$ cat src/verilog/pcie_dma_config.svh
// pcie dma configuration
// stream width, user buffer depth, transfer limit and apb register map

`ifndef PCIE_DMA_CONFIG_SVH
`define PCIE_DMA_CONFIG_SVH

// tlp stream beat width
`define PCIE_DMA_DATA_W       128
// user buffer address width, in beats
`define PCIE_DMA_ADDR_W       12
// longest dma write, in beats
`define PCIE_DMA_MAX_BEATS    16

// apb register map
`define PCIE_DMA_APB_ADDR_W   9
`define PCIE_DMA_REG_ADDR     9'h000
`define PCIE_DMA_REG_LEN      9'h004
`define PCIE_DMA_REG_CTRL     9'h008

`endif

$ cat src/verilog/pcie_dma_pkg.sv
// pcie dma package
// shared vector types, tlp header layout and stage-to-stage structs

`include "pcie_dma_config.svh"

`default_nettype none

package pcie_dma_pkg;

    typedef logic [`PCIE_DMA_DATA_W-1:0] beat_t;
    typedef logic [`PCIE_DMA_ADDR_W-1:0] buf_addr_t;
    typedef logic [31:0]                 host_addr_t;
    typedef logic [4:0]                  len_t;
    typedef logic [9:0]                  dw_len_t;
    typedef logic [15:0]                 req_id_t;

    typedef enum logic [7:0] {
        MRD32 = 8'h00,
        MWR32 = 8'h40,
        MWR64 = 8'h60
    } tlp_fmt_type_e;

    // 3dw header, dw0 in the top bits
    typedef struct packed {
        tlp_fmt_type_e fmt_type;
        logic [13:0]   tc_attr;
        dw_len_t       length_dw;
        req_id_t       req_id;
        logic [7:0]    tag;
        logic [3:0]    last_be;
        logic [3:0]    first_be;
        logic [29:0]   addr_dw;
        logic [1:0]    rsvd;
    } mwr_hdr_t;

    typedef struct packed {
        host_addr_t addr;
        len_t       len;
    } dma_req_t;

    typedef struct packed {
        beat_t data;
        logic  last;
    } stream_beat_t;

    typedef struct packed {
        logic      en;
        buf_addr_t addr;
        beat_t     data;
    } buf_wr_t;

endpackage

`default_nettype wire

$ cat src/verilog/pcie_dma_mwr_rx.sv
// memory write tlp receiver
// decodes the header beat, writes mwr32 payload into the rx buffer,
// drops every other tlp type

`include "pcie_dma_config.svh"

`default_nettype none

module pcie_dma_mwr_rx (
    input  wire                               clk,
    input  wire                               i_rst_n,
    input  wire                               i_axis_master_tvld,
    input  wire pcie_dma_pkg::beat_t          i_axis_master_tdata,
    input  wire                               i_axis_master_tlast,
    output pcie_dma_pkg::buf_wr_t             o_buf_wr
);

    import pcie_dma_pkg::*;

    mwr_hdr_t  rx_hdr;
    logic      in_pkt;
    logic      wr_act;
    buf_addr_t wr_addr;
    logic      wr_en_q;
    buf_addr_t wr_addr_q;
    beat_t     wr_data_q;

    assign rx_hdr = mwr_hdr_t'(i_axis_master_tdata[$bits(mwr_hdr_t)-1:0]);

    // ************************************************************
    // header decode and beat address
    // ************************************************************
    always_ff @(posedge clk or negedge i_rst_n)
    begin
        if (!i_rst_n)
        begin
            in_pkt  <= 1'b0;
            wr_act  <= 1'b0;
            wr_addr <= '0;
            wr_en_q <= 1'b0;
        end
        else
        begin
            wr_en_q <= 1'b0;
            if (i_axis_master_tvld)
            begin
                // header-only tlps end on their first beat
                in_pkt <= !i_axis_master_tlast;
                if (!in_pkt)
                begin
                    wr_act <= (rx_hdr.fmt_type == MWR32);
                    // byte address bits 15:4 give the start beat
                    wr_addr <= rx_hdr.addr_dw[`PCIE_DMA_ADDR_W+1:2];
                end
                else if (wr_act)
                begin
                    wr_en_q <= 1'b1;
                    wr_addr <= wr_addr + buf_addr_t'(1);
                end
            end
        end
    end

    // ************************************************************
    // buffer write, one cycle behind the beat
    // ************************************************************
    always_ff @(posedge clk)
    begin
        if (i_axis_master_tvld && in_pkt)
        begin
            wr_addr_q <= wr_addr;
            wr_data_q <= i_axis_master_tdata;
        end
    end

    assign o_buf_wr = '{en: wr_en_q, addr: wr_addr_q, data: wr_data_q};

endmodule

`default_nettype wire

$ cat config.mk
export PLATFORM = sky130hd
export DESIGN_NAME = pcie_dma_mwr_rx
export DESIGN_NICKNAME = d
export VERILOG_FILES = /design/src/verilog/pcie_dma_pkg.sv /design/src/verilog/pcie_dma_mwr_rx.sv
export VERILOG_INCLUDE_DIRS = /design/src /design/src/verilog
export SDC_FILE = /design/constraint.sdc
export NUM_CORES = 1
export LEC_CHECK = 0
export BUFFER_PORTS_ARGS = -buffer_cell sky130_fd_sc_hd__buf_2
export CAP_MARGIN = 25
export CORE_ASPECT_RATIO = 1.2
export CORE_MARGIN = 8
export CORE_UTILIZATION = 44
export DETAILED_ROUTE_END_ITERATION = 16
export GPL_ROUTABILITY_DRIVEN = 0
export PLACE_DENSITY = 0.81
export SYNTH_ARGS = -nofsm -noshare
export SYNTH_HDL_FRONTEND = slang
export SYNTH_SLANG_ARGS = --single-unit
$ cat constraint.sdc
create_clock -name clk -period 5.9 [get_ports clk]
set_input_delay 0.295 -clock clk [delete_from_list [all_inputs] [get_ports clk]]
set_output_delay 0.295 -clock clk [all_outputs]
set_load 0.02 [all_outputs]
==> reports/results.ini <==
[synthesis]
yosysWarnings = 0
synth_nets = 381
async_reset_ff_frac = 0.0968
ys_top_cells_by_count = 140 x edfxtp_1, 15 x dfrtp_1, 12 x a21oi_1
synthDistinctLibCells = 31
syn_inst = 248
synth_seq_cells = 155
syn_area_sq_mm = 0.00511
synth_top_area_frac = 0.823
synth-edff-count = 140
avgSynthCellArea_sq_um = 20.6
yosys.cell_count.top_type = edfxtp_1
synthTopCellsByArea = edfxtp_1 82%, dfrtp_1 7.3%, a21oi_1 1.2%, o22ai_1 1.1%, nand4_1 0.86%
synth-seq-area-share = 0.897
synth_largest_area_cell = edfxtp_1
ys.flop_type = edfxtp_1

[cts]
cts_resized = 0
cts_tree = yes
cts_setup_buffers = 0
htree_levels = 4
root_buffer = clkbuf_16
cts_buffers = 17
clk_pin_slew_ns = 0.06
clock_sinks = 155
clk_latency_ns = 0.41
clk_path_buf_depth = 2

[drt]
routed_via_density = 4.73
wl_mm = 13.7
drc = 0
vias = 3329
final_antenna_net_count = 0
wl_per_cell_microns = 19.4
first_pass_iters = 4
drtIter0Drc = 185

[layout]
drive_above_1_share = 0.562
fillCellCount = 844
area_delta_synth_final_pct = 43.9
num-nets-final = 667

[floorplanning]
core-area_sq_mm = 0.0115
die_area_sq_mm = 0.0153
io_pins = 273
initial_core_util = 0.446
fp.dieW_microns = 114
die_h_microns = 134
rows = 43

[grt]
antenna_found_initial = 1
grt_max_degree = 92
grt_pass1_wl_mm = 19.2
first_global_vias = 3336
gr-total-overflow = 0
grt_use_total = 0.171

[sta]
setup_slack_ns = 3.26
final_hold_viol_count = 0
whs_ns = 0.0550
max_freq_mhz = 378
finClkSkew_ns = 0.00808
min_period_ns = 2.64
relSlewSlack = 0.541
final.period_utilization = 0.448
setup_viol = 0
tightest_slew_ns = 0.688
slew_violations = 0
fin_setup_tns_ns = 0
rsz0062_at_grt = false

[power_and_ir_drop]
p_sw_frac = 0.225
p_seq_frac = 0.474
internal_power_mw = 2.18
netSwitchingPower_mw = 0.634
vdd_drop_max_mv = 0.172
p_clk_frac = 0.433
pwr-share-comb = 0.093
p_leak_nw = 3.10
p_per_area_mw_per_mm2 = 383

[status]
status = finished, final reports clean

[place]
dp_hpwl_mm = 10.3
io_buffer_count = 272
dp_slack_ns = 2.89

[critical_path]
crit_buf_inv = 2
endpoint_kind = register
crit_type = reg2reg
slowest_stage = dfrtp_1
path_max_fanout = 78
startpoint_type = register
path_cells = and2_4 > buf_16 > buf_4 > a21o_1 > mux2i_1
critical_path.max_stage_delay_ns = 0.78
arrival_ns = 2.93
cp_top_family = buffers and inverters
cp_data_required_time_ns = 6.19

[min_path]
hold_class = in2reg

[flow_run]
drv_cap = 0

==> sequential cells by signal, indices dropped and copies added (netlist names) <==
register	count
wr_data_q	128
wr_addr	12
wr_addr_q	12
in_pkt	1
wr_act	1
wr_en_q	1
==> per-layer routing <==
layer  vias up  global-route usage  wire length (microns)
met5         -                   0                      0
met4         0              0.0608                    196
met3        17              0.0850                   1460
met2       172               0.311                   7460
met1      1584               0.161                   4550
li1       1556                   -                      -
==> metrics by stage <==
| stage | cell area (sq um) | total power, mW | cells | util |
|---|---|---|---|---|
| after floorplan | 5110 | 1.49 | 248 | - |
| after global placement | 6640 | 1.61 | 670 | 0.579 |
| after detailed placement | 6640 | 1.62 | 670 | 0.579 |
| after CTS | 7320 | 2.84 | 702 | 0.638 |
| after global routing | 7350 | 2.91 | 704 | 0.641 |
| final | 7350 | 2.82 | 704 | 0.641 |
==> power by group through the flow <==
stage | Sequential (mW) | Combinational [mW] | Clock (mW)
2_1_floorplan | 1.43 | 0.0625 | 0
3_3_place_gp | 1.35 | 0.254 | 0
3_5_place_dp | 1.36 | 0.261 | 0
4_1_cts | 1.34 | 0.262 | 1.24
5_1_grt | 1.34 | 0.280 | 1.28
6_report | 1.33 | 0.262 | 1.22
==> worst paths after layout <==
kind	startpoint	endpoint	slack, ns	cells after the start
setup / recovery	in_pkt	wr_addr[11]	3.26	5
hold / removal	i_axis_master_tlast	in_pkt	0.05	2
setup reg to reg	in_pkt	wr_addr[11]	3.26	5
hold reg to reg	wr_addr[11]	wr_addr_q[11]	0.52	0
max in group asynchronous	i_rst_n	wr_addr[11]	5.32	2
min in group asynchronous	i_rst_n	wr_addr[3]	0.32	2
==> cells in the final DEF, fill, tap and decap left out, types with 2 or more instances in the layout <==
master	count
o22ai_1	9
buf_2	272
and3_1	4
nor4_1	2
mux2i_1	4
clkinvlp_4	2
dfrtp_1	15
nor2_1	4
o21ai_0	4
inv_6	4
o21ai_1	4
edfxtp_1	140
a21oi_1	12
nand4_1	7
nand2_1	11
clkbuf_16	17
inv_1	5
bufinv_16	6
nand3_1	5
==> layout make-up <==
cell class                      count  area, sq um  share of cell area
Sequential cell                   155         4580               0.623
Timing Repair Buffer              275         1410               0.191
Multi-Input combinational cell     80          475              0.0647
Clock buffer                       18          429              0.0584
Clock inverter                     13          239              0.0325
Tap cell                          157          196              0.0267
Inverter                            5         18.8             0.00255
Antenna cell                        1         2.50            0.000341
==> cell families (layout without fill, tap and decap cells) <==
logic type               Yosys count  count (layout)  synth area share
other                              0               1                 0
AND/OR/NAND/NOR                   40              40            0.0426
flip-flops                       155             155             0.897
adder cells (fa/ha/maj)            1               1           0.00245
buffers and inverters             13             311            0.0108
multiplexers                       4               4           0.00784
AO/OA/AOI/OAI                     35              35            0.0397
==> timing repair <==
action                                  in CTS  in global routing
endpoints found under the setup margin       0                  0
hold endpoints to repair                    15                  0
hold buffers                                 1                  0
Note: power is estimated with default switching activity, not from simulation.
