==> config.mk <==
export PLATFORM = sky130hd
export DESIGN_NAME = pcie_dma_mwr_tx
export DESIGN_NICKNAME = d
export VERILOG_FILES = /design/src/verilog/pcie_dma_pkg.sv /design/src/verilog/pcie_dma_mwr_tx.sv
export VERILOG_INCLUDE_DIRS = /design/src /design/src/verilog
export SDC_FILE = /design/constraint.sdc
export NUM_CORES = 1
export LEC_CHECK = 0
export ABC_AREA = 1
export BUFFER_PORTS_ARGS = -buffer_cell sky130_fd_sc_hd__clkbuf_2
export CORE_MARGIN = 2
export CORE_UTILIZATION = 56
export CTS_CLUSTER_DIAMETER = 50
export DETAILED_ROUTE_END_ITERATION = 6
export GPL_TIMING_DRIVEN = 0
export MAX_ROUTING_LAYER = met4
export PLACE_DENSITY = 0.9
export SETUP_SLACK_MARGIN = 0.05
export SLEW_MARGIN = 40
export SYNTH_ARGS = -nofsm -noshare
export SYNTH_HDL_FRONTEND = slang
export SYNTH_SLANG_ARGS = --single-unit
==> constraint.sdc <==
create_clock -name clk -period 17.15 [get_ports clk]
set_clock_uncertainty 0.1 [all_clocks]
set_input_delay 4.2875 -clock clk [delete_from_list [all_inputs] [get_ports clk]]
set_output_delay 4.2875 -clock clk [all_outputs]
set_load 0.02 [all_outputs]
==> src/verilog/pcie_dma_config.svh <==
// pcie dma configuration
// stream width, user buffer depth, transfer limit and apb register map

`ifndef PCIE_DMA_CONFIG_SVH
`define PCIE_DMA_CONFIG_SVH

// tlp stream beat width
`define PCIE_DMA_DATA_W       128
// user buffer address width, in beats
`define PCIE_DMA_ADDR_W       12
// longest dma write, in beats
`define PCIE_DMA_MAX_BEATS    16

// apb register map
`define PCIE_DMA_APB_ADDR_W   9
`define PCIE_DMA_REG_ADDR     9'h000
`define PCIE_DMA_REG_LEN      9'h004
`define PCIE_DMA_REG_CTRL     9'h008

`endif

==> src/verilog/pcie_dma_pkg.sv <==
// pcie dma package
// shared vector types, tlp header layout and stage-to-stage structs

`include "pcie_dma_config.svh"

`default_nettype none

package pcie_dma_pkg;

    typedef logic [`PCIE_DMA_DATA_W-1:0] beat_t;
    typedef logic [`PCIE_DMA_ADDR_W-1:0] buf_addr_t;
    typedef logic [31:0]                 host_addr_t;
    typedef logic [4:0]                  len_t;
    typedef logic [9:0]                  dw_len_t;
    typedef logic [15:0]                 req_id_t;

    typedef enum logic [7:0] {
        MRD32 = 8'h00,
        MWR32 = 8'h40,
        MWR64 = 8'h60
    } tlp_fmt_type_e;

    // 3dw header, dw0 in the top bits
    typedef struct packed {
        tlp_fmt_type_e fmt_type;
        logic [13:0]   tc_attr;
        dw_len_t       length_dw;
        req_id_t       req_id;
        logic [7:0]    tag;
        logic [3:0]    last_be;
        logic [3:0]    first_be;
        logic [29:0]   addr_dw;
        logic [1:0]    rsvd;
    } mwr_hdr_t;

    typedef struct packed {
        host_addr_t addr;
        len_t       len;
    } dma_req_t;

    typedef struct packed {
        beat_t data;
        logic  last;
    } stream_beat_t;

    typedef struct packed {
        logic      en;
        buf_addr_t addr;
        beat_t     data;
    } buf_wr_t;

endpackage

`default_nettype wire

==> src/verilog/pcie_dma_mwr_tx.sv <==
// memory write tlp transmitter
// sends a 3dw mwr32 header then the payload fetched from the user port,
// with a two-entry prefetch buffer to ride out slave back-pressure

`default_nettype none

module pcie_dma_mwr_tx (
    input  wire                               clk,
    input  wire                               i_rst_n,
    input  wire                               i_start,
    input  wire pcie_dma_pkg::dma_req_t       i_req,
    input  wire pcie_dma_pkg::req_id_t        i_req_id,
    output logic                              o_done,
    output logic                              o_dma_write_data_req,
    output pcie_dma_pkg::buf_addr_t           o_dma_write_addr,
    input  wire pcie_dma_pkg::beat_t          i_dma_write_data,
    output logic                              o_axis_slave_tvld,
    output pcie_dma_pkg::stream_beat_t        o_axis_slave_beat,
    input  wire                               i_axis_slave_trdy
);

    import pcie_dma_pkg::*;

    typedef enum logic [1:0] {IDLE, HDR, DATA} tx_state_e;

    tx_state_e    state;
    dma_req_t     req_q;
    mwr_hdr_t     hdr;
    len_t         req_cnt;
    logic         rd_pend;
    logic         rd_pend_last;
    stream_beat_t fifo_mem [2];
    logic         wr_ptr;
    logic         rd_ptr;
    logic [1:0]   fifo_cnt;
    logic [1:0]   occ;
    logic         pop;
    logic         fetch;

    assign hdr = '{fmt_type:  MWR32,
                   tc_attr:   '0,
                   length_dw: {3'b000, req_q.len, 2'b00},
                   req_id:    i_req_id,
                   tag:       '0,
                   last_be:   4'hf,
                   first_be:  4'hf,
                   addr_dw:   req_q.addr[31:2],
                   rsvd:      2'b00};

    assign pop = (state == DATA) && (fifo_cnt != 2'd0) && i_axis_slave_trdy;

    // entries held plus the read still in flight
    assign occ   = fifo_cnt + {1'b0, rd_pend};
    assign fetch = (state != IDLE) && (req_cnt != req_q.len) && ((occ < 2'd2) || pop);

    assign o_dma_write_data_req = fetch;
    assign o_dma_write_addr     = buf_addr_t'(req_cnt);

    assign o_axis_slave_tvld = (state == HDR) || ((state == DATA) && (fifo_cnt != 2'd0));

    always_comb
    begin
        if (state == HDR)
        begin
            o_axis_slave_beat.data = beat_t'(hdr);
            o_axis_slave_beat.last = 1'b0;
        end
        else
        begin
            o_axis_slave_beat = fifo_mem[rd_ptr];
        end
    end

    always_ff @(posedge clk or negedge i_rst_n)
    begin
        if (!i_rst_n)
        begin
            state        <= IDLE;
            req_cnt      <= '0;
            rd_pend      <= 1'b0;
            rd_pend_last <= 1'b0;
            fifo_cnt     <= 2'd0;
            wr_ptr       <= 1'b0;
            rd_ptr       <= 1'b0;
            o_done       <= 1'b0;
        end
        else
        begin
            o_done       <= 1'b0;
            rd_pend      <= fetch;
            rd_pend_last <= fetch && (req_cnt == req_q.len - len_t'(1));
            fifo_cnt     <= fifo_cnt + {1'b0, rd_pend} - {1'b0, pop};
            if (fetch)
                req_cnt <= req_cnt + len_t'(1);
            if (rd_pend)
                wr_ptr <= ~wr_ptr;
            if (pop)
                rd_ptr <= ~rd_ptr;

            case (state)
                IDLE:
                begin
                    if (i_start)
                    begin
                        state   <= HDR;
                        req_cnt <= '0;
                    end
                end
                HDR:
                begin
                    if (i_axis_slave_trdy)
                        state <= DATA;
                end
                DATA:
                begin
                    // tlast handshake closes the tlp
                    if (pop && fifo_mem[rd_ptr].last)
                    begin
                        state  <= IDLE;
                        o_done <= 1'b1;
                    end
                end
                default: state <= IDLE;
            endcase
        end
    end

    always_ff @(posedge clk)
    begin
        if (i_start && (state == IDLE))
            req_q <= i_req;
        if (rd_pend)
            fifo_mem[wr_ptr] <= '{data: i_dma_write_data, last: rd_pend_last};
    end

endmodule

`default_nettype wire

==> results by group <==
Setup path
  – CP max stage cell: o211ai_2
  – Setup CP Type: input pin to output port
  – Worst setup SP type: input pin
  – CP Cell Sequence: clkbuf_2 > o211ai_2 > nand2_2 > nand2_2 > inv_1 > clkbuf_2
  – Crit end category: output port
  – Crit path largest cell delay: 0.19 ns
  – Worst Reg-to-Reg Cells: 4
  – Critical Path RT: 12.76 ns
  – CP arrival: 5.14 ns
  – Crit path max fanout: 6

Power
  – Static Leak: 0.00620 uW
  – Power, Total: 2980 uW
  – VDD IR max: 0.105 mV
  – PwrDens: 198 nW/um^2

GRT
  – First-pass GRT wire length: 44.4 mm
  – Vias in the first global route: 8442
  – Gr usage total: 0.271
  – Initial antenna violation count: 2
  – Grt total ovfl: 0
  – Largest net degree at the start of global routing: 69

Final layout
  – Area growth from synthesis to layout: 27.2%
  – Layout cells sized above 1: 0.322
  – Post-layout nets: 1465
  – # fillers: 1319
  – Design Area, Final: 15100 um^2

Detailed routing
  – Initial DRC count: 694
  – Wirelength per Cell: 19.0 um
  – Pre-antenna DRT Iters: 5
  – Antenna-violating nets left: 0
  – Via/cell ratio: 5.46
  – DRC: 0
  – DRT Wirelength: 30.0 mm
  – Vias after detailed routing: 8612

Placed design
  – Placer Congestion: 0.880
  – Post-place instance area: 14000 um^2
  – Port Buf Inserts: 319
  – DP HPWL: 20.6 mm

Clocking
  – PostCTS Resize Cnt: 0
  – Clock Latency Late Sink: 0.49 ns
  – Setup Fix Bufs, Post-CTS: 0
  – CTS max path bufs: 3
  – Clock transition at the registers of the reported paths: 0.05 ns
  – # clock sinks: 307
  – H-tree depth: 2
  – CTS Root Cell: clkbuf_16
  – CTS tree: built
  – Hold Buf Count CTS: 0
  – Cts bufs inserted: 34

STA
  – Hold violation count in the final report: 0
  – FMAX: 105 MHz
  – Unrepaired setup endpoints after global routing: no
  – Setup TNS: 0 ns
  – # setup viols final: 0
  – Worst Max-Slew Pin Slew: 0.760 ns
  – Final min period: 9.53 ns
  – Slew HR: 0.493
  – Part of the cycle the worst path needs: 0.555
  – Slew Limit Fails: 0
  – Hold Worst Slack: 0.381 ns

Synth
  – Post-synth top cells: edfxtp_1, nand2_1, a21oi_1
  – Async SR Flop Fraction: 0.0456
  – Count of cell types in the netlist: 28
  – Mean Syn Cell Area: 13.1 um^2
  – Yosys top cell area share: 0.743
  – Area contributors post-synth: edfxtp_1, nand2_1, a21oi_1
  – Post-synth top flop: edfxtp_1
  – Most common cell in the synthesized netlist: edfxtp_1
  – Yosys top cell by area: edfxtp_1
  – Yosys warns: 0
  – Mapped Area: 11800 um^2
  – Seq/Total Area, Yosys: 0.772
  – Seq cells post-synth: 307
  – Gate Count Post-Synth: 905
  – EDFF count, synth: 293

Min path
  – Worst hold path depth: 0
  – Hold Crit Class: flip-flop to flip-flop

Floorplan
  – # IOs: 329
  – Placeable Area: 20900 um^2
  – Rows: 53
  – Die width: 149 um
  – Initial Util: 0.567
  – Die area: 22300 um^2
  – Die Y: 149 um

Outcome
  – Status: finished, final reports clean

Run
  – Max-Cap Viols: 0
[registers in the layout (all words and copies together), names as in the netlist]
| name | cells |
|---|---|
| o_done | 1 |
| wr_ptr | 1 |
| rd_ptr | 1 |
| rd_pend | 1 |
| req_cnt | 5 |
| rd_pend_last | 1 |
| fifo_mem | 258 |
| hdr | 35 |
| state | 2 |
| fifo_cnt | 2 |
[cell usage in the layout (no fill, tap or decap), types with 2 or more instances in the layout]
| cell type | instances |
|---|---|
| a21oi_1 | 169 |
| ha_1 | 4 |
| clkbuf_2 | 320 |
| nor2_1 | 59 |
| nor2_4 | 3 |
| conb_1 | 7 |
| xnor2_1 | 5 |
| buf_8 | 5 |
| edfxtp_1 | 293 |
| buf_16 | 5 |
| nand2_2 | 2 |
| diode_2 | 2 |
| xor2_1 | 6 |
| clkinv_1 | 4 |
| clkbuf_1 | 29 |
| nand3_1 | 18 |
| buf_1 | 2 |
| nand2_1 | 232 |
| clkbuf_16 | 34 |
| bufinv_16 | 2 |
| inv_1 | 27 |
| dfrtp_1 | 14 |
| a22oi_1 | 5 |
| buf_2 | 26 |
| nand4_1 | 2 |
| buf_4 | 7 |
| clkinv_2 | 5 |
| inv_2 | 2 |
[routing by layer]
metal	track usage	vias up	wire [um]
li1	-	3923	-
met1	0.329	4095	11100
met2	0.442	491	15200
met3	0.0488	103	2290
met4	0.130	0	1410
met5	-	-	0
[power by group]
group / internal (uW) / total [uW] / switching, uW
logic: 360 / 1250 / 886
registers: 1020 / 1070 / 52.2
clock network: 397 / 670 / 272
[area by class of cell]
cell class	instances	area, um^2	share of cell area
Sequential cell	307	9150	0.607
Multi-Input combinational cell	519	2350	0.156
Timing Repair Buffer	329	1810	0.120
Clock buffer	44	888	0.0589
Tap cell	275	344	0.0228
Buffer	55	267	0.0177
Clock inverter	15	141	0.00938
Inverter	30	120	0.00797
Antenna cell	2	5.00	0.000332
[path summary, 6_finish.rpt]
path                                    from              endpoint  slack (ns)
setup / recovery           i_axis_slave_trdy  o_dma_write_data_req        7.62
hold / removal                  rd_pend_last        fifo_mem[0][0]        0.38
setup reg to reg                    state[0]               hdr[18]       15.08
hold reg to reg                 rd_pend_last        fifo_mem[0][0]        0.38
max in group asynchronous            i_rst_n           fifo_cnt[1]       13.08
min in group asynchronous            i_rst_n            req_cnt[3]        3.60
[cells by family after synthesis]
logic type,count (synthesis),synth area share
buf+inv,85,0.0320
simple gates,318,0.105
other cells,1,0.000317
flops,307,0.772
compound gates,178,0.0771
mux,1,0.000845
fa+ha+maj,4,0.00422
xor+xnor,11,0.00813
[metrics by stage]
stage / setup slack (ns) / cells / util
floorplan: 7.98 / 911 / -
global placement: 7.62 / 1505 / 0.661
detailed placement: 7.65 / 1515 / 0.672
CTS: 7.65 / 1574 / 0.721
global route: 7.56 / 1576 / 0.722
finish: 7.62 / 1576 / 0.722
[critical path: cells and delay by family]
kind                   cells  cell delay (ns)
AO/OA/AOI/OAI              1             0.19
buffers and inverters      3             0.40
AND/OR/NAND/NOR            2             0.27
No activity file was read; power rests on OpenSTA's default activity.
